===== src/rtl/pdp8_pkg.sv =====
// PDP-8 core shared types
// Word types, control encodings and bus structs

package pdp8_pkg;

  localparam int WORD_WIDTH  = 12;     // Machine word
  localparam int MEM_WORDS   = 4096;   // Full 4K field
  localparam int MEM_LATENCY = 2;      // Enabled cycle that finishes an access

  typedef logic [WORD_WIDTH-1:0] word_t;
  typedef logic [WORD_WIDTH-1:0] addr_t;

  localparam word_t HALT_WORD = 12'o7402;

  typedef enum logic [2:0] {
    OP_AND, OP_TAD, OP_ISZ, OP_DCA, OP_JMS, OP_JMP, OP_IOT, OP_OPR
  } opcode_t;

  typedef enum logic [4:0] {
    S_REG_INIT, S_IDLE, S_LD_PC, S_LD_AC,
    S_DEP_1, S_DEP_2, S_EXAM_1, S_EXAM_2,
    S_FETCH_1, S_FETCH_2, S_FETCH_3,
    S_EA_CALC, S_EA_IND_1, S_EA_IND_2, S_EA_IND_3,
    S_DECODE, S_RD_1, S_RD_2, S_AND, S_TAD,
    S_ISZ_INC, S_ISZ_WR_1, S_ISZ_WR_2, S_ISZ_SKIP,
    S_DCA_1, S_DCA_2, S_DCA_3,
    S_JMS_1, S_JMS_2, S_JMS_3,
    S_HALT
  } ctrl_state_t;

  typedef enum logic [2:0] {AC_HOLD, AC_CLEAR, AC_SWITCH, AC_AND, AC_TAD} ac_op_t;
  typedef enum logic [2:0] {PC_HOLD, PC_SWITCH, PC_PLUS1, PC_PLUS2, PC_JUMP} pc_op_t;
  typedef enum logic [1:0] {EA_HOLD, EA_PAGE_ZERO, EA_CURR_PAGE, EA_INDIRECT} ea_op_t;
  typedef enum logic [1:0] {MB_READ, MB_INC, MB_HOLD} mb_op_t;
  typedef enum logic [1:0] {AD_PC, AD_EA, AD_SWITCH} ad_sel_t;
  typedef enum logic [1:0] {WD_AC, WD_MB, WD_PC_PLUS1, WD_SWITCH} wd_sel_t;

  typedef struct packed {
    ac_op_t  ac_op;
    pc_op_t  pc_op;
    ea_op_t  ea_op;
    mb_op_t  mb_op;
    ad_sel_t ad_sel;
    wd_sel_t wd_sel;
    logic    ir_load;
    logic    link_clear;
  } dp_ctrl_t;

  typedef struct packed {
    word_t ir;
    word_t mb;
  } dp_status_t;

  typedef struct packed {
    logic  read_enable;
    logic  write_enable;
    addr_t address;
    word_t write_data;
  } mem_req_t;

  typedef struct packed {
    word_t ac;
    word_t pc;
    word_t mb;
    logic  link;
    logic  idle;
  } panel_status_t;

endpackage


===== src/rtl/pdp8_datapath.sv =====
// PDP-8 register and arithmetic datapath

`timescale 1ns/100ps

module pdp8_datapath import pdp8_pkg::*; (
  input  logic       clock,
  input  logic       resetN,
  input  dp_ctrl_t   ctrl,
  input  word_t      switch_reg,
  input  word_t      read_data,
  input  logic       mem_finished,
  output dp_status_t status,
  output word_t      ac,
  output logic       link,
  output word_t      pc,
  output addr_t      address,
  output word_t      write_data
);

  word_t               ir;
  word_t               mb;
  addr_t               ea;
  word_t               pc_plus1;
  logic [WORD_WIDTH:0] tad_sum;

  assign pc_plus1 = pc + word_t'(1);
  assign tad_sum  = {1'b0, ac} + {1'b0, mb};   // Carry out lands in the top bit
  assign status   = '{ir: ir, mb: mb};

  // Accumulator and link
  always_ff @(posedge clock, negedge resetN) begin
    if (!resetN) begin
      ac   <= '0;
      link <= 1'b0;
    end else begin
      case (ctrl.ac_op)
        AC_CLEAR:  ac <= '0;
        AC_SWITCH: ac <= switch_reg;
        AC_AND:    ac <= ac & mb;
        AC_TAD: begin
          ac   <= tad_sum[WORD_WIDTH-1:0];
          link <= link ^ tad_sum[WORD_WIDTH];   // Carry complements link
        end
        default: ;
      endcase
      if (ctrl.link_clear)
        link <= 1'b0;
    end
  end

  // Program counter
  always_ff @(posedge clock, negedge resetN) begin
    if (!resetN)
      pc <= '0;
    else case (ctrl.pc_op)
      PC_SWITCH: pc <= switch_reg;
      PC_PLUS1:  pc <= pc_plus1;
      PC_PLUS2:  pc <= pc + word_t'(2);
      PC_JUMP:   pc <= ea;
      default: ;
    endcase
  end

  // Instruction, effective address and memory buffer
  always_ff @(posedge clock, negedge resetN) begin
    if (!resetN) begin
      ir <= '0;
      ea <= '0;
      mb <= '0;
    end else begin
      if (ctrl.ir_load)
        ir <= mb;
      case (ctrl.ea_op)
        EA_PAGE_ZERO: ea <= {5'b0, ir[6:0]};
        EA_CURR_PAGE: ea <= {pc[11:7], ir[6:0]};
        EA_INDIRECT:  ea <= mb;                 // Pointer word just read
        default: ;
      endcase
      if (ctrl.mb_op == MB_READ && mem_finished)
        mb <= read_data;
      else if (ctrl.mb_op == MB_INC)
        mb <= mb + word_t'(1);                  // Wraps 7777 to 0000
    end
  end

  // Memory address and write data
  always_ff @(posedge clock) begin
    case (ctrl.ad_sel)
      AD_EA:     address <= ea;
      AD_SWITCH: address <= switch_reg;
      default:   address <= pc;
    endcase
    case (ctrl.wd_sel)
      WD_MB:       write_data <= mb;
      WD_PC_PLUS1: write_data <= pc_plus1;     // JMS return address
      WD_SWITCH:   write_data <= switch_reg;
      default:     write_data <= ac;
    endcase
  end

endmodule


===== config.mk =====
export PLATFORM = sky130hd
export DESIGN_NAME = pdp8_datapath
export DESIGN_NICKNAME = d
export VERILOG_FILES = /design/src/rtl/pdp8_pkg.sv /design/src/rtl/pdp8_datapath.sv
export SDC_FILE = /design/constraint.sdc
export NUM_CORES = 1
export LEC_CHECK = 0
export ABC_CLOCK_PERIOD_IN_PS = 4700
export BUFFER_PORTS_ARGS = -buffer_cell sky130_fd_sc_hd__buf_4
export CAP_MARGIN = 5
export CORE_UTILIZATION = 60
export CTS_BUF_LIST = sky130_fd_sc_hd__clkbuf_16
export DETAILED_ROUTE_END_ITERATION = 10
export GPL_TIMING_DRIVEN = 0
export PLACE_DENSITY = 0.95
export SYNTH_ARGS = -nofsm -noshare
export SYNTH_HDL_FRONTEND = slang
export SYNTH_SLANG_ARGS = --single-unit
export TNS_END_PERCENT = 100

===== constraint.sdc =====
create_clock -name clock -period 4.7 [get_ports clock]
set_input_delay 1.41 -clock clock [delete_from_list [all_inputs] [get_ports clock]]
set_output_delay 1.41 -clock clock [all_outputs]
set_load 0.03 [all_outputs]

### Word-level counts from Yosys, hierarchy flattened

Index checks and enable logic that the tools add are counted.
Widths: inputs -> output; s select.

| storage, ports and cells | value |
|---|---|
| register bits after elaboration | 85 |
| RAM bits | 0 |
| word-level logic and storage cells | 47 |
| bits in read-only memories | 0 |
| output and inout bits | 73 |
| memories kept | 0 |
| latch bits | 0 |

| operators by class | value |
|---|---|
| reductions and logical operators | 7 |
| multipliers | 0 |
| add/sub/neg operators | 4 |
| div/mod/pow operators | 0 |
| bitwise logic cells | 2 |
| shifts and indexed selects | 0 |
| eq/ne operators | 17 |
| mux-type cells | 9 |
| $lt $le $gt $ge | 0 |

Operator list:

| operator | number |
|---|---|
| $pmux 12 s4 | 2 |
| $pmux 12 s3 | 2 |
| $add 12x1->12 const B | 2 |
| $mux 12 | 2 |
| $pmux 12 s2 | 1 |
| $add 12x12->13 | 1 |
| $add 12x2->12 const B | 1 |
| $and 12x12->12 | 1 |
| $eq 3x2->1 const B | 4 |
| $eq 2x2->1 const B | 5 |
| $eq 2x1->1 const B | 4 |
| $reduce_bool 4->1 | 2 |
| $eq 3x1->1 const B | 2 |
| $eq 3x3->1 const B | 2 |
| $reduce_bool 2->1 | 2 |
| $reduce_bool 3->1 | 1 |
| $logic_not 2->1 | 1 |
| $mux 1 | 2 |
| $logic_and 1x1->1 | 1 |
| $xor 1x1->1 | 1 |

### Longest topological paths before layout

| depth | value |
|---|---|
| word-level depth | 4 |
| depth in mapped cells | 7 |
| gate-level depth less buffers | 7 |

### Worst setup path before layout

Ideal clock, no wire load.

| path | value |
|---|---|
| path type | input -> register |
| start | in ctrl[10] (netlist bit) |
| end | reg pc[2] |
| path buffers | 2 |
| cell stages on the path | 5 |
| arrival | 2491 ps |
| setup slack | 2097 ps |
| data required time | 4589 ps |
| cells stage by stage | buf_2 buf_2 o21ai_1 o21ai_0 a222oi_1 |

| between the ends | value |
|---|---|
| longest elaborated chain between the ends | 2 |
| elaborated cells on any way between the ends | 6 |
| those cells by class | eq/ne (4); mux (1); reduce/logical (1) |

Ends and longest elaborated chain:

| element | RTL line | source |
|---|---|---|
| start: declaration | pdp8_datapath.sv:8 | `input dp_ctrl_t ctrl,` |
| $eq 3x3->1, or another cell as far along | pdp8_datapath.sv:55 | `else case (ctrl.pc_op)` |
| $pmux 12 s4 or $reduce_bool 4->1 (tied branches) | -- |  |
| end signal: assignment | pdp8_datapath.sv:56 | `PC_SWITCH: pc <= switch_reg;` |
| end signal: assignment | pdp8_datapath.sv:57 | `PC_PLUS1: pc <= pc_plus1;` |
| end signal: assignment | pdp8_datapath.sv:58 | `PC_PLUS2: pc <= pc + word_t'(2);` |
| end: declaration | pdp8_datapath.sv:15 | `output word_t pc,` |

Several ways; a longest one is shown, not always the timed one.
A chain may end at the register's enable or synchronous reset.

### Worst setup path after layout

Same ends and word-level chain as after synthesis.

==> results.json <==
{
  "period_share": 0.630,
  "path_max_fanout": 10,
  "rsz0062_at_grt": "no",
  "ant_nets": 0,
  "synth.distinct_cells": 60,
  "rr_worst_depth": 7,
  "wl_met1_mm": 6.96,
  "synth_area_leaders": "dfrtp_1 29%, dfxtp_1 9.0%, mux2i_1 5.4%",
  "required_ns": 4.93,
  "power.leakage_nw": 2.90,
  "max_freq_ghz": 0.338,
  "async_flop_share": 0.718,
  "reg2reg_from": "mb[0]",
  "grt_max_degree": 62,
  "std_cell_rows": 34,
  "die-area_um2": 9270,
  "critPathCapture": "pc[2]",
  "finalHoldViolations": 0,
  "synthAdderAreaFrac": 0.0436,
  "ys.flop_type": "dfrtp_1",
  "reg2reg_slack_ns": 1.98,
  "area_delta_synth_final_pct": 24.3,
  "syn_inst": 568,
  "drv_cap": 0,
  "cts_tree": "yes",
  "yosysWarnings": 0,
  "vias": 5340,
  "finalMaxSlewViolations": 0,
  "final_cell_area_um2": 6630,
  "startpoint_type": "input port",
  "route.met2.wl_mm": 8.03,
  "ctsResizeCount": 0,
  "timing.rr.end": "link",
  "grt_pass1_vias": 4910,
  "post_cts_buffers": 0,
  "path_clk_slew_ns": 0.07,
  "ys_seq_area_frac": 0.376,
  "synth-edff-count": 0,
  "fin_skew_ns": 0.0135,
  "top_layer_used": "met5",
  "dr.pass1.iters": 5,
  "tns_ns": 0,
  "gp_congestion": 0.991,
  "worstMarginPinSlew_ns": 0.844,
  "die_h_um": 96.3,
  "via_per_inst": 6.63,
  "grt_pass1_wl_mm": 26.2,
  "nets": 754,
  "crit_path_end_kind": "register",
  "numCtsBuffers": 9,
  "path_class": "in2reg",
  "syn_area_per_cell_um2": 9.39,
  "overflow": 0,
  "dp.final_hpwl_mm": 12.8,
  "hold_class": "reg2reg",
  "muxShareOfSynthArea": 0.152,
  "num_antenna_cells": 0,
  "cts_sinks": 85,
  "synth_simple_gate_area_frac": 0.137,
  "fin_crit_ns": 2.96,
  "clock_path_buffers": 2,
  "cts_root_buffer": "clkbuf_16",
  "worstPathArrival_ns": 3.19,
  "startpoint": "ctrl[10]",
  "dpl_cell_area_um2": 6320,
  "htree_levels": 3,
  "worstSkewPairLatency_ns": 0.34,
  "route.detailed.drc": 0,
  "wire_per_inst_um": 21.8,
  "synth.cell_area_um2": 5330,
  "drtIter0Drc": 511,
  "fp.coreArea_um2": 8680,
  "hold_path_startpoint": "ir[11]",
  "io_buffers": 114,
  "synth_nets": 629,
  "peakVddDrop_mv": 0.328,
  "synth-compound-area-share": 0.212,
  "antenna_found_initial": 1,
  "synth_xor_area_frac": 0.0378,
  "synth_top_cell_by_area": "dfrtp_1",
  "ctsHoldBuffers": 0,
  "setup_viol_count_final": 0,
  "drt_wl_total_mm": 17.6,
  "ys_ff_latch": 85,
  "status": "completed",
  "synth_top_family_by_area": "compound AO/OA/AOI/OAI gates",
  "wl_met3_mm": 1.71,
  "grt_usage": 0.388,
  "drive_gt1_frac": 0.262,
  "p_per_area_nw_per_um2": 558,
  "ios": 116,
  "power.total_mw": 3.70,
  "die_w_um": 96.3,
  "synth_top_area_share": 0.286,
  "relSlewSlack": 0.438,
  "start_util": 0.615
}
[registers in the layout, summed over array words and instances (netlist names)]
signal      flops
ac             12
ea             12
mb             12
address        12
write_data     12
pc             12
ir             12
link            1
[final cells by class]
| type | count | area (µm²) |
|---|---|---|
| multi-input cells | 428 | 3100 |
| fillers | 614 | 2050 |
| flip-flops and latches | 85 | 2010 |
| repair buffers | 114 | 856 |
| clock buffers | 9 | 225 |
| plain buffers | 40 | 166 |
| well taps | 108 | 135 |
| clock inverters | 7 | 80.1 |
| inverters | 15 | 56.3 |
[worst min-delay path by stage]
| stage | cells after the start | end | slack [ns] |
|---|---|---|---|
| 2_1_floorplan | 2 | address[1] | 0.54 |
| 3_3_place_gp | 1 | ir[10] | 0.49 |
| 3_5_place_dp | 1 | ir[11] | 0.50 |
| 4_1_cts | 1 | ir[11] | 0.52 |
| 5_1_grt | 1 | ir[11] | 0.54 |
| 6_report | 1 | ir[11] | 0.52 |
[worst max-delay path: stages]
cell	delay, ns
buf_4	0.11
buf_2	0.20
buf_2	0.23
o21ai_1	0.65
o21ai_0	0.19
a222oi_1	0.40
[stage by stage]
| stage | hold WS (ns) | instances | util | worst slack [ns] |
|---|---|---|---|---|
| floorplan | 0.535 | 568 | - | 2.10 |
| global placement | 0.493 | 790 | 0.729 | 1.48 |
| detailed placement | 0.502 | 790 | 0.729 | 1.43 |
| CTS | 0.518 | 806 | 0.764 | 1.80 |
| global route | 0.537 | 806 | 0.764 | 1.58 |
| finish | 0.523 | 806 | 0.764 | 1.74 |
[cells in the final DEF (no fill, tap or decap), drive strengths merged, types with 3 or more instances in the layout]
| cell | netlist | routed |
|---|---|---|
| buf | 17 | 131 |
| dfrtp | 61 | 61 |
| a21oi | 51 | 51 |
| o21ai | 44 | 44 |
| nand2 | 39 | 39 |
| nor2 | 33 | 33 |
| clkbuf | 23 | 32 |
| mux2i | 29 | 29 |
| dfxtp | 24 | 24 |
| mux2 | 22 | 22 |
| inv | 14 | 19 |
| ha | 17 | 17 |
| nand3 | 15 | 15 |
| o22ai | 14 | 14 |
| a221oi | 13 | 13 |
| mux4 | 12 | 12 |
| xor2 | 12 | 12 |
| xnor2 | 11 | 11 |
| nand4 | 10 | 10 |
| a22oi | 9 | 9 |
| nor3 | 9 | 9 |
| a211oi | 8 | 8 |
| nor2b | 8 | 8 |
| o21a | 6 | 6 |
| nand2b | 6 | 6 |
| and3 | 6 | 6 |
| and2 | 5 | 5 |
| o31ai | 5 | 5 |
| o221ai | 5 | 5 |
| a21o | 4 | 4 |
| nor3b | 3 | 3 |
| a2bb2oi | 3 | 3 |
| or3 | 3 | 3 |
[power by group]
group | leakage (nW) | switching, mW | internal [mW] | total [mW]
Clock | 0.154 | 0.318 | 0.421 | 0.739
Combinational | 1.84 | 1.07 | 0.720 | 1.79
Sequential | 0.905 | 0.252 | 0.923 | 1.18
[cells in the mapped netlist, drive strengths merged (3+ instances only)]
| cell type | instances |
|---|---|
| dfxtp | 24 |
| dfrtp | 61 |
| nand3 | 15 |
| nand2b | 6 |
| clkbuf | 23 |
| mux2i | 29 |
| nor2b | 8 |
| inv | 14 |
| a211oi | 8 |
| mux2 | 22 |
| a2bb2oi | 3 |
| ha | 17 |
| a22oi | 9 |
| buf | 17 |
| xor2 | 12 |
| nand4 | 10 |
| a21o | 4 |
| nor3b | 3 |
| mux4 | 12 |
| o221ai | 5 |
| a21oi | 51 |
| o21a | 6 |
| nor2 | 33 |
| or3 | 3 |
| o31ai | 5 |
| o22ai | 14 |
| and2 | 5 |
| o21ai | 44 |
| nand2 | 39 |
| nor3 | 9 |
| xnor2 | 11 |
| a221oi | 13 |
| and3 | 6 |
[metal layers]
metal | track usage | vias up
met3 | 0.0893 | 72
met4 | 0.215 | 2
li1 | - | 2381
met2 | 0.583 | 349
met1 | 0.515 | 2536
met5 | 0 | -
[kinds of logic after synthesis]
group	after synthesis
multiplexers	63
AND/OR/NAND/NOR	146
flip-flops	85
AO/OA/AOI/OAI	178
XOR/XNOR	23
adder cells (fa/ha/maj)	18
buffers and inverters	55
Note: power is estimated with default switching activity, not from simulation.
