--- src/rtl/pdp8_pkg.sv ---
// PDP-8 core shared types
// Word types, control encodings and bus structs

package pdp8_pkg;

  localparam int WORD_WIDTH  = 12;     // Machine word
  localparam int MEM_WORDS   = 4096;   // Full 4K field
  localparam int MEM_LATENCY = 2;      // Enabled cycle that finishes an access

  typedef logic [WORD_WIDTH-1:0] word_t;
  typedef logic [WORD_WIDTH-1:0] addr_t;

  localparam word_t HALT_WORD = 12'o7402;

  typedef enum logic [2:0] {
    OP_AND, OP_TAD, OP_ISZ, OP_DCA, OP_JMS, OP_JMP, OP_IOT, OP_OPR
  } opcode_t;

  typedef enum logic [4:0] {
    S_REG_INIT, S_IDLE, S_LD_PC, S_LD_AC,
    S_DEP_1, S_DEP_2, S_EXAM_1, S_EXAM_2,
    S_FETCH_1, S_FETCH_2, S_FETCH_3,
    S_EA_CALC, S_EA_IND_1, S_EA_IND_2, S_EA_IND_3,
    S_DECODE, S_RD_1, S_RD_2, S_AND, S_TAD,
    S_ISZ_INC, S_ISZ_WR_1, S_ISZ_WR_2, S_ISZ_SKIP,
    S_DCA_1, S_DCA_2, S_DCA_3,
    S_JMS_1, S_JMS_2, S_JMS_3,
    S_HALT
  } ctrl_state_t;

  typedef enum logic [2:0] {AC_HOLD, AC_CLEAR, AC_SWITCH, AC_AND, AC_TAD} ac_op_t;
  typedef enum logic [2:0] {PC_HOLD, PC_SWITCH, PC_PLUS1, PC_PLUS2, PC_JUMP} pc_op_t;
  typedef enum logic [1:0] {EA_HOLD, EA_PAGE_ZERO, EA_CURR_PAGE, EA_INDIRECT} ea_op_t;
  typedef enum logic [1:0] {MB_READ, MB_INC, MB_HOLD} mb_op_t;
  typedef enum logic [1:0] {AD_PC, AD_EA, AD_SWITCH} ad_sel_t;
  typedef enum logic [1:0] {WD_AC, WD_MB, WD_PC_PLUS1, WD_SWITCH} wd_sel_t;

  typedef struct packed {
    ac_op_t  ac_op;
    pc_op_t  pc_op;
    ea_op_t  ea_op;
    mb_op_t  mb_op;
    ad_sel_t ad_sel;
    wd_sel_t wd_sel;
    logic    ir_load;
    logic    link_clear;
  } dp_ctrl_t;

  typedef struct packed {
    word_t ir;
    word_t mb;
  } dp_status_t;

  typedef struct packed {
    logic  read_enable;
    logic  write_enable;
    addr_t address;
    word_t write_data;
  } mem_req_t;

  typedef struct packed {
    word_t ac;
    word_t pc;
    word_t mb;
    logic  link;
    logic  idle;
  } panel_status_t;

endpackage

--- src/rtl/pdp8_control.sv ---
// PDP-8 instruction and panel sequencer

`timescale 1ns/100ps

module pdp8_control import pdp8_pkg::*; (
  input  logic       clock,
  input  logic       resetN,
  input  logic       run,
  input  logic       step,
  input  logic       load_pc,
  input  logic       load_ac,
  input  logic       deposit,
  input  logic       examine,
  input  dp_status_t status,
  input  logic       mem_finished,
  output dp_ctrl_t   ctrl,
  output logic       read_enable,
  output logic       write_enable,
  output logic       idle,
  output logic       halt
);

  ctrl_state_t state;
  ctrl_state_t next_state;
  logic        run_flag;
  opcode_t     opcode;

  assign opcode       = opcode_t'(status.ir[11:9]);
  assign idle         = (state == S_IDLE) && !run_flag;   // Panel accepts commands
  assign halt         = (state == S_HALT);
  assign read_enable  = state inside {S_EXAM_2, S_FETCH_2, S_EA_IND_2, S_RD_2};
  assign write_enable = state inside {S_DEP_2, S_ISZ_WR_2, S_DCA_2, S_JMS_2};

  always_ff @(posedge clock, negedge resetN) begin
    if (!resetN) begin
      state    <= S_REG_INIT;
      run_flag <= 1'b0;
    end else begin
      state <= next_state;
      if (state == S_HALT)
        run_flag <= 1'b0;                 // HALT ends the run
      else if (idle && run)
        run_flag <= 1'b1;
    end
  end

  always_comb begin
    next_state = state;                   // Wait states hold by default
    case (state)
      S_REG_INIT: next_state = S_IDLE;
      S_IDLE: begin
        if (run_flag || run || step) next_state = S_FETCH_1;
        else if (examine)            next_state = S_EXAM_1;
        else if (load_pc)            next_state = S_LD_PC;
        else if (load_ac)            next_state = S_LD_AC;
        else if (deposit)            next_state = S_DEP_1;
      end
      S_LD_PC, S_LD_AC:    next_state = S_IDLE;
      S_DEP_1:             next_state = S_DEP_2;
      S_DEP_2:             if (mem_finished) next_state = S_IDLE;
      S_EXAM_1:            next_state = S_EXAM_2;
      S_EXAM_2:            if (mem_finished) next_state = S_IDLE;
      S_FETCH_1:           next_state = S_FETCH_2;
      S_FETCH_2:           if (mem_finished) next_state = S_FETCH_3;
      S_FETCH_3:           next_state = S_EA_CALC;
      S_EA_CALC:           next_state = status.ir[8] ? S_EA_IND_1 : S_DECODE;
      S_EA_IND_1:          next_state = S_EA_IND_2;
      S_EA_IND_2:          if (mem_finished) next_state = S_EA_IND_3;
      S_EA_IND_3:          next_state = S_DECODE;
      S_DECODE: begin
        if (status.ir == HALT_WORD) next_state = S_HALT;
        else case (opcode)
          OP_AND, OP_TAD, OP_ISZ: next_state = S_RD_1;
          OP_DCA:                 next_state = S_DCA_1;
          OP_JMS:                 next_state = S_JMS_1;
          default:                next_state = S_IDLE;   // JMP, IOT, OPR finish here
        endcase
      end
      S_RD_1:              next_state = S_RD_2;
      S_RD_2: begin
        if (mem_finished)
          next_state = (opcode == OP_AND) ? S_AND :
                       (opcode == OP_TAD) ? S_TAD : S_ISZ_INC;
      end
      S_ISZ_INC:           next_state = S_ISZ_WR_1;
      S_ISZ_WR_1:          next_state = S_ISZ_WR_2;
      S_ISZ_WR_2:          if (mem_finished) next_state = S_ISZ_SKIP;
      S_DCA_1:             next_state = S_DCA_2;
      S_DCA_2:             if (mem_finished) next_state = S_DCA_3;
      S_JMS_1:             next_state = S_JMS_2;
      S_JMS_2:             if (mem_finished) next_state = S_JMS_3;
      default:             next_state = S_IDLE;
    endcase
  end

  // Address and write data selects stay put through each wait state
  always_comb begin
    ctrl.ac_op      = AC_HOLD;
    ctrl.pc_op      = PC_HOLD;
    ctrl.ea_op      = EA_HOLD;
    ctrl.mb_op      = read_enable ? MB_READ : MB_HOLD;
    ctrl.ad_sel     = AD_PC;
    ctrl.wd_sel     = WD_AC;
    ctrl.ir_load    = 1'b0;
    ctrl.link_clear = 1'b0;
    if (state inside {S_EA_IND_1, S_EA_IND_2, S_RD_1, S_RD_2, S_ISZ_WR_1, S_ISZ_WR_2,
                      S_DCA_1, S_DCA_2, S_JMS_1, S_JMS_2})
      ctrl.ad_sel = AD_EA;
    case (state)
      S_REG_INIT: begin
        ctrl.ac_op      = AC_CLEAR;
        ctrl.link_clear = 1'b1;
      end
      S_LD_PC:                ctrl.pc_op  = PC_SWITCH;
      S_LD_AC:                ctrl.ac_op  = AC_SWITCH;
      S_DEP_1:                ctrl.wd_sel = WD_SWITCH;
      S_DEP_2: begin
        ctrl.wd_sel = WD_SWITCH;
        if (mem_finished) ctrl.pc_op = PC_PLUS1;
      end
      S_EXAM_1, S_EXAM_2:     ctrl.ad_sel  = AD_SWITCH;
      S_FETCH_3:              ctrl.ir_load = 1'b1;
      S_EA_CALC:              ctrl.ea_op = status.ir[7] ? EA_CURR_PAGE : EA_PAGE_ZERO;
      S_EA_IND_3:             ctrl.ea_op = EA_INDIRECT;
      S_DECODE: begin
        case (opcode)
          OP_JMP:         ctrl.pc_op = PC_JUMP;
          OP_IOT, OP_OPR: ctrl.pc_op = PC_PLUS1;   // HALT word included
          default:        ctrl.pc_op = PC_HOLD;
        endcase
      end
      S_AND: begin
        ctrl.ac_op = AC_AND;
        ctrl.pc_op = PC_PLUS1;
      end
      S_TAD: begin
        ctrl.ac_op = AC_TAD;
        ctrl.pc_op = PC_PLUS1;
      end
      S_ISZ_INC:              ctrl.mb_op  = MB_INC;
      S_ISZ_WR_1, S_ISZ_WR_2: ctrl.wd_sel = WD_MB;
      S_ISZ_SKIP:             ctrl.pc_op  = (status.mb == '0) ? PC_PLUS2 : PC_PLUS1;
      S_DCA_3: begin
        ctrl.ac_op = AC_CLEAR;
        ctrl.pc_op = PC_PLUS1;
      end
      S_JMS_1:                ctrl.wd_sel = WD_PC_PLUS1;
      S_JMS_2: begin
        ctrl.wd_sel = WD_PC_PLUS1;
        if (mem_finished) ctrl.pc_op = PC_JUMP;   // PC moves only once the write is done
      end
      S_JMS_3:                ctrl.pc_op  = PC_PLUS1;
      default: ;
    endcase
  end

endmodule

--- config.mk ---
export PLATFORM = sky130hd
export DESIGN_NAME = pdp8_control
export DESIGN_NICKNAME = d
export VERILOG_FILES = /design/src/rtl/pdp8_pkg.sv /design/src/rtl/pdp8_control.sv
export SDC_FILE = /design/constraint.sdc
export NUM_CORES = 1
export LEC_CHECK = 0
export BUFFER_PORTS_ARGS = -buffer_cell sky130_fd_sc_hd__clkbuf_2
export CAP_MARGIN = 10
export CORE_MARGIN = 5
export CORE_UTILIZATION = 29
export CTS_CLUSTER_DIAMETER = 200
export CTS_CLUSTER_SIZE = 12
export DETAILED_ROUTE_END_ITERATION = 8
export GPL_TIMING_DRIVEN = 0
export SETUP_SLACK_MARGIN = 0.3
export SLEW_MARGIN = 10
export SYNTH_ARGS = -nofsm -noshare
export SYNTH_HDL_FRONTEND = slang
export SYNTH_SLANG_ARGS = --single-unit
--- constraint.sdc ---
create_clock -name clock -period 2.3 [get_ports clock]
set_input_delay 0.46 -clock clock [delete_from_list [all_inputs] [get_ports clock]]
set_output_delay 0.46 -clock clock [all_outputs]
set_load 0.02 [all_outputs]
-- Word-level counts from Yosys, hierarchy flattened
Index checks and enable logic that the tools add are counted.
- bits of input ports: 33
- logic and storage cells: 105
- flip-flop bits (word level): 6
- output and inout port bits: 20
- reductions and logical operators: 22
- equality and inequality tests: 46
- mux-type cells: 35
- operators by type and width (cell ; count):
    $pmux W5 S21 ; 1
    $eq A5 B5 Y1 const B ; 15
    $mux W5 ; 13
    $eq A5 B4 Y1 const B ; 8
    $eq A5 B3 Y1 const B ; 4
    $pmux W3 S6 ; 1
    $pmux W5 S3 ; 1
    $reduce_or A2 Y1 ; 7
    $eq A12 B12 Y1 const B ; 1
    $eq A3 B3 Y1 const B ; 4
    $logic_not A12 Y1 ; 1
    $mux W2 ; 6
    $ne A2 B2 Y1 const B ; 6
    $pmux W3 S4 ; 1
    $eq A5 B2 Y1 const B ; 2
    $reduce_bool A10 Y1 ; 1
    $mux W3 ; 3
    $reduce_and A8 Y1 ; 1
    $reduce_bool A4 Y1 ; 2
    $eq A3 B2 Y1 const B ; 2
    $mux W1 ; 6
    $ne A6 B5 Y1 const B ; 1
    $pmux W2 S3 ; 1
    $pmux W3 S2 ; 1
    12 further kinds ; 14

-- Longest topological paths before layout
Gate-level depths: netlist of the first run.
- depth in word-level cells: 6
- mapped depth: 7
- mapped depth without buffers: 5

-- Least setup slack after synthesis of the first run
No wires, ideal clock.
- kind: register to output
- start: reg state[4]
- end: out ctrl[7] (netlist bit)
- slack: 0.038 ns
- path buffers: 2
- arrival: 1.802 ns
- stages on the path, launching flop included: 6
- required time: 1.840 ns
- path through: dfrtp_1 clkbuf_1 clkbuf_1 nand2_1 nor3_1 nor2_1
- RTL lines (item ; RTL line ; text):
    from (decl) ; pdp8_control.sv:23 ; ctrl_state_t state;
    from (signal assigned) ; pdp8_control.sv:39 ; state <= next_state;
    to (decl) ; pdp8_control.sv:16 ; output dp_ctrl_t ctrl,

==> results of run 1 <==
-- area by class of cell --
type / count / area (sq um) / area share, %
Buffer: 13 / 200 / 8.83
Clock buffer: 3 / 41.3 / 1.82
Inverter: 9 / 33.8 / 1.49
Multi-Input combinational cell: 147 / 1150 / 50.6
Sequential cell: 6 / 155 / 6.84
Tap cell: 48 / 60.1 / 2.65
Timing Repair Buffer: 88 / 629 / 27.8
-- worst reg2reg max path: stages, from the launching register on --
cell	delay, ns
dfrtp_2	0.44
buf_6	0.14
buf_6	0.11
nor4_4	0.28
buf_4	0.16
nand3_1	0.13
or4b_1	0.52
nand4_1	0.11
o21a_1	0.11
-- power by group through the flow --
stage | Clock (uW) | Sequential [uW] | Combinational, uW
floorplan | 0 | 199 | 1020
finish | 157 | 228 | 2620
CTS | 156 | 211 | 1820
detailed placement | 0 | 217 | 1400
global route | 166 | 231 | 2740
global placement | 0 | 218 | 1410
-- final timing paths --
path / end / cells after the start
worst max-delay path: ctrl[12] / 6
max in group asynchronous: state[4] / 1
min in group clock: run_flag / 3
worst min register to register: run_flag / 2
worst max register to register: state[0] / 8
worst min-delay path: run_flag / 1
-- synthesized netlist by cell type, types with 2 or more instances --
master	n	share of area [%]
a22o_1	2	1.6
nand3_1	4	1.8
o211ai_1	4	2.7
nor2_1	22	7.5
a21oi_1	13	5.9
o21a_1	2	1.4
o21ai_0	15	6.8
nor4b_1	4	3.2
dfrtp_1	6	14
clkbuf_1	12	4.1
o31ai_1	2	1.4
inv_1	9	3.1
nor3_1	8	3.6
nor4_1	7	4.0
a21o_1	2	1.4
nand2_1	15	5.1
xnor2_1	3	2.4
a41oi_1	2	1.6
nor2b_1	9	5.1
nand2b_1	7	4.0
nand4_1	2	1.1
-- flip-flops by register name (all words and copies together), names as in the netlist --
register and flops:
state 5, run_flag 1
-- logic make-up after synthesis --
family / Yosys count / share of synthesized area, %
xor gates and xnor gates: 3 / 2.37
AOI/OAI and AO/OA: 55 / 32.8
buffers and inverters: 22 / 7.46
and+or+nand+nor: 89 / 43.8
DFF: 6 / 13.6
-- timing repair --
action	CTS	global route
gates resized for setup	62	87
hold buffers	0	0
buffers inserted	13	22
pin swaps	7	16
endpoints found under the setup margin	22	19
cloned	0	1
-- metrics by stage --
stage,instance area [sq um],power (uW),hold slack (ns),setup WS [ns]
after floorplan,1140,1220,0.164,0.257
after global placement,1460,1630,0.290,-0.132
after detailed placement,1460,1610,0.289,-0.0935
after CTS,1820,2190,0.0576,0.0713
after global routing,2270,3140,0.0740,0.0175
final,2270,3000,0.0570,0.0477
-- routing by layer --
metal / part of all wire [%] / global-route usage [%]
met4: 3.4 / 8.98
met1: 39 / 22.6
met5: 0 / 0
met3: 12 / 2.95
met2: 46 / 30.0
==> impl_results.md, run 1 <==
* Outcome: finished clean
* I/O pins at 53
* Top_reg_cell synth: dfrtp_1
* Placed cells at 275
* Ant diodes at 0
* Min cycle time layout at 2.25 ns
* Highest cell delay on the worst timing path at 0.53 ns
* Slew Limit Fails at 0
* Worst-path maximum fanout at 4
* Setup Skew at 0.00120 ns
* Leak at 0.000993 uW
* Clk_lat worst skew at 0.22 ns
* Startpoint Class: flop
* Root Buffer: clkbuf_8
* Detailed placement HPWL at 3.42 mm
* Setup-failing EPs final at 0
* Core area at 3690 sq um
* WP data required at 1.84 ns
* Yosys reg bits at 6
* P_sw at 1480 uW
* Antenna violations before repair at 0
* Total negative setup slack at 0 ns
* Most common cell after layout, fill and taps aside: buf_4
* Via density per instance at 5.89
* Initial core utilization at 30.0%
* Crit-path leading delay family: simple AND/OR/NAND/NOR gates
* Placer Congestion at 0.940
* Vias in the first global route at 1609
* Die Footprint at 5150 sq um
* Total DRC errors in the routed layout at 0
* Worst-path cell chain: nand2b_4, or4_4, nor2_2, nand2_1, o31ai_2, buf_4
* Count of cell types in the netlist at 46
* Synth Cell Area at 1110 sq um
* CP Capture Type: output port
* Combinational Power Share at 87.2%
* Internal power at 1530 uW
* Max H-tree Level at 1
* Worst R2R Start: state[4]
* Synth Instances at 175
* Sink Count at 6
* Number of synthesized flops with an enable pin at 0
* RSZ-0062 raised after global routing: yes
* Hold Violations, Final at 0
* Peak supply drop at 595 uV
* Async S/R FF share, synth at 100%
* Avg WL per Cell at 18.4 microns
* Crit share post-route at 97.9%
* Routed vias at 1850
* Worst EP arrival at 1.79 ns
* WS Path Type: reg2out
* Reg clk slew, reported paths at 0.04 ns
* Syn nets at 208
* Pin count of the biggest net entering global routing at 11
* Fraction of layout cells with a size suffix above 1 at 55.6%
* All-layer global routing usage at 18.1%
* Register area share after synthesis at 13.6%
* GR Overflow Total at 0
* Sw Share at 49.2%
* Maxcap violations at 0
* Clk buf depth at 2
* Pwr/cell area at 1320 nW/um^2
* Layout fillers at 289
* ANT nets after route at 0
* Flop2flop setup slack at 0.24 ns
* Fmax achieved at 444 MHz
* Sequential power share at 7.6%
* Buffer and inverter count on the worst path at 1
* Die Span Y at 71.8 microns
* Width of the die at 71.8 microns
* Area grow syn2layout at 105%
* Slowest cell on crit path: or4_4
* Layout Utilization at 61.5%
* DR pass1 iterations at 5
* TritonCTS clock tree: yes
* Non-Filler Instances at 314
* CP startpoint: state[4]
* Detailed Route Iter0 Violations at 274
* Post-Syn Area per Cell at 6.33 sq um
* Drt total wl at 5.79 mm
* Yosys Warn Count at 0
* FP Rows at 22
* Port bufs at 52
* Clk pwr share at 5.2%
* Tightest Hold Check Type: in2async
* Final net count at 301
* Highest-count cells in the layout ignoring fill and taps: buf_4, clkbuf_2, nor2_1
* Worst slew margin at 69.0%
* First-pass GRT wire length at 7.56 mm
* Slew @ Worst Pin at 0.461 ns
* Clock buffer count from CTS at 3
No activity file was read; power rests on OpenSTA's default activity.
==> run 2: changes to the inputs <==
RECOVER_POWER = 25   (was unset)
==> impl_results.md, run 2 (synthesis results as in run 1) <==
* Clock buffer count from CTS at 3
* Final net count at 301
* DP Worst Slack at -0.0935 ns
* Max reg flops at 5
* Reg-to-Reg End: state[0]
* Detailed placement HPWL at 3.42 mm
* Worst setup margin at 0.0478 ns
* Die Footprint at 5150 sq um
* Max H-tree Level at 1
* Min cycle time layout at 2.25 ns
* Clk buf depth at 2
* Placer Congestion at 0.940
* Worst slew margin at 69.0%
* Drt total wl at 5.79 mm
* WS Path Type: reg2out
* Highest-count cells in the layout ignoring fill and taps: buf_4, clkbuf_2, nor2_1
* CP Capture Type: output port
* First-pass GRT wire length at 7.56 mm
* Sink Count at 6
* Biggest register: state
* FF/Latch Area at 155 sq um
* Leak at 0.000990 uW
* GR Overflow Total at 0
* Tightest Hold Check Type: in2async
* Vias in the first global route at 1609
* Fmax achieved at 444 MHz
* Total DRC errors in the routed layout at 0
* Detailed Route Iter0 Violations at 274
* CP startpoint: state[4]
* Setup Skew at 0.00120 ns
* Hold Violations, Final at 0
* Worst-path maximum fanout at 4
* Peak supply drop at 595 uV
* I/O pins at 53
* Reg clk slew, reported paths at 0.04 ns
* Root Buffer: clkbuf_8
* Core area at 3690 sq um
* Largest regs: state: 5 flops, run_flag: 1 flops
* Worst EP arrival at 1.79 ns
* Pwr/cell area at 1330 nW/um^2
* WP data required at 1.84 ns
* Final Total Pwr at 3000 uW
* Total negative setup slack at 0 ns
* DR pass1 iterations at 5
* Clk_lat worst skew at 0.22 ns
* Ant diodes at 0
* Slew Limit Fails at 0
* Hold Buf Count CTS at 0
* FP Rows at 22
* Layout Utilization at 61.4%
* Pin count of the biggest net entering global routing at 11
* Crit share post-route at 97.9%
* Width of the die at 71.8 microns
* FF-to-FF path depth at 8
* Most common cell after layout, fill and taps aside: buf_4
* Flop2flop setup slack at 0.24 ns
* Initial core utilization at 30.0%
* RSZ-0062 raised after global routing: yes
* Port bufs at 52
* Slew @ Worst Pin at 0.461 ns
* Fraction of layout cells with a size suffix above 1 at 55.3%
* Outcome: finished clean
* Startpoint Class: flop
* Layout fillers at 289
* ANT nets after route at 0
* Area grow syn2layout at 105%
* Setup-failing EPs final at 0
* Routed vias at 1850
* Maxcap violations at 0
* Avg WL per Cell at 18.5 microns
* Multi-input logic area at 1150 sq um
* Antenna violations before repair at 0
* Via density per instance at 5.89
* Worst R2R Start: state[4]
* All-layer global routing usage at 18.1%
* TritonCTS clock tree: yes
* Die Span Y at 71.8 microns
==> run 2: worst max path at each step <==
stage                               to  cells past startpoint
after floorplan                ctrl[1]                      3
after detailed placement  write_enable                      6
final                         ctrl[12]                      6
after global routing          ctrl[12]                      6
after global placement    write_enable                      6
after CTS                     ctrl[12]                      6
==> run 2: final cells by class <==
class | instances | area share [%]
multi-input combinational | 147 | 50.6
clock buffer | 3 | 1.82
timing repair buffer | 88 | 27.7
sequential | 6 | 6.85
inverter | 9 | 1.49
buffer | 13 | 8.83
tap | 48 | 2.65
==> run 2: critical path: stages, from the launching register on <==
cell      delay (ns)
dfrtp_2         0.44
nand2b_4        0.16
or4_4           0.53
nor2_2          0.11
nand2_1         0.08
o31ai_2         0.07
buf_4           0.18
==> run 2: per-stage QoR <==
step | instances | area (sq um) | hold slack, ns
after floorplan | 175 | 1140 | 0.164
after global placement | 275 | 1460 | 0.290
after detailed placement | 275 | 1460 | 0.289
after CTS | 291 | 1820 | 0.0576
after global routing | 314 | 2270 | 0.146
final | 314 | 2270 | 0.101
==> run 2: where the power goes <==
group          internal [uW]  total (uW)  switching [uW]  leakage [uW]
registers                157         228            70.6     0.0000665
logic                   1260        2620            1360      0.000902
clock network            112         157            44.8     0.0000216
==> run 2: metal layers <==
metal	track usage [%]	share of wire [%]
met2	30.0	46
met1	22.6	39
met3	2.95	12
met5	0	0
met4	8.98	3.4
==> run 2: timing repair <==
action | 4_1_cts | 5_1_grt
setup endpoints to repair | 22 | 19
gates resized for setup | 62 | 87
pin swaps | 7 | 16
gates cloned | 0 | 1
setup buffers | 13 | 22
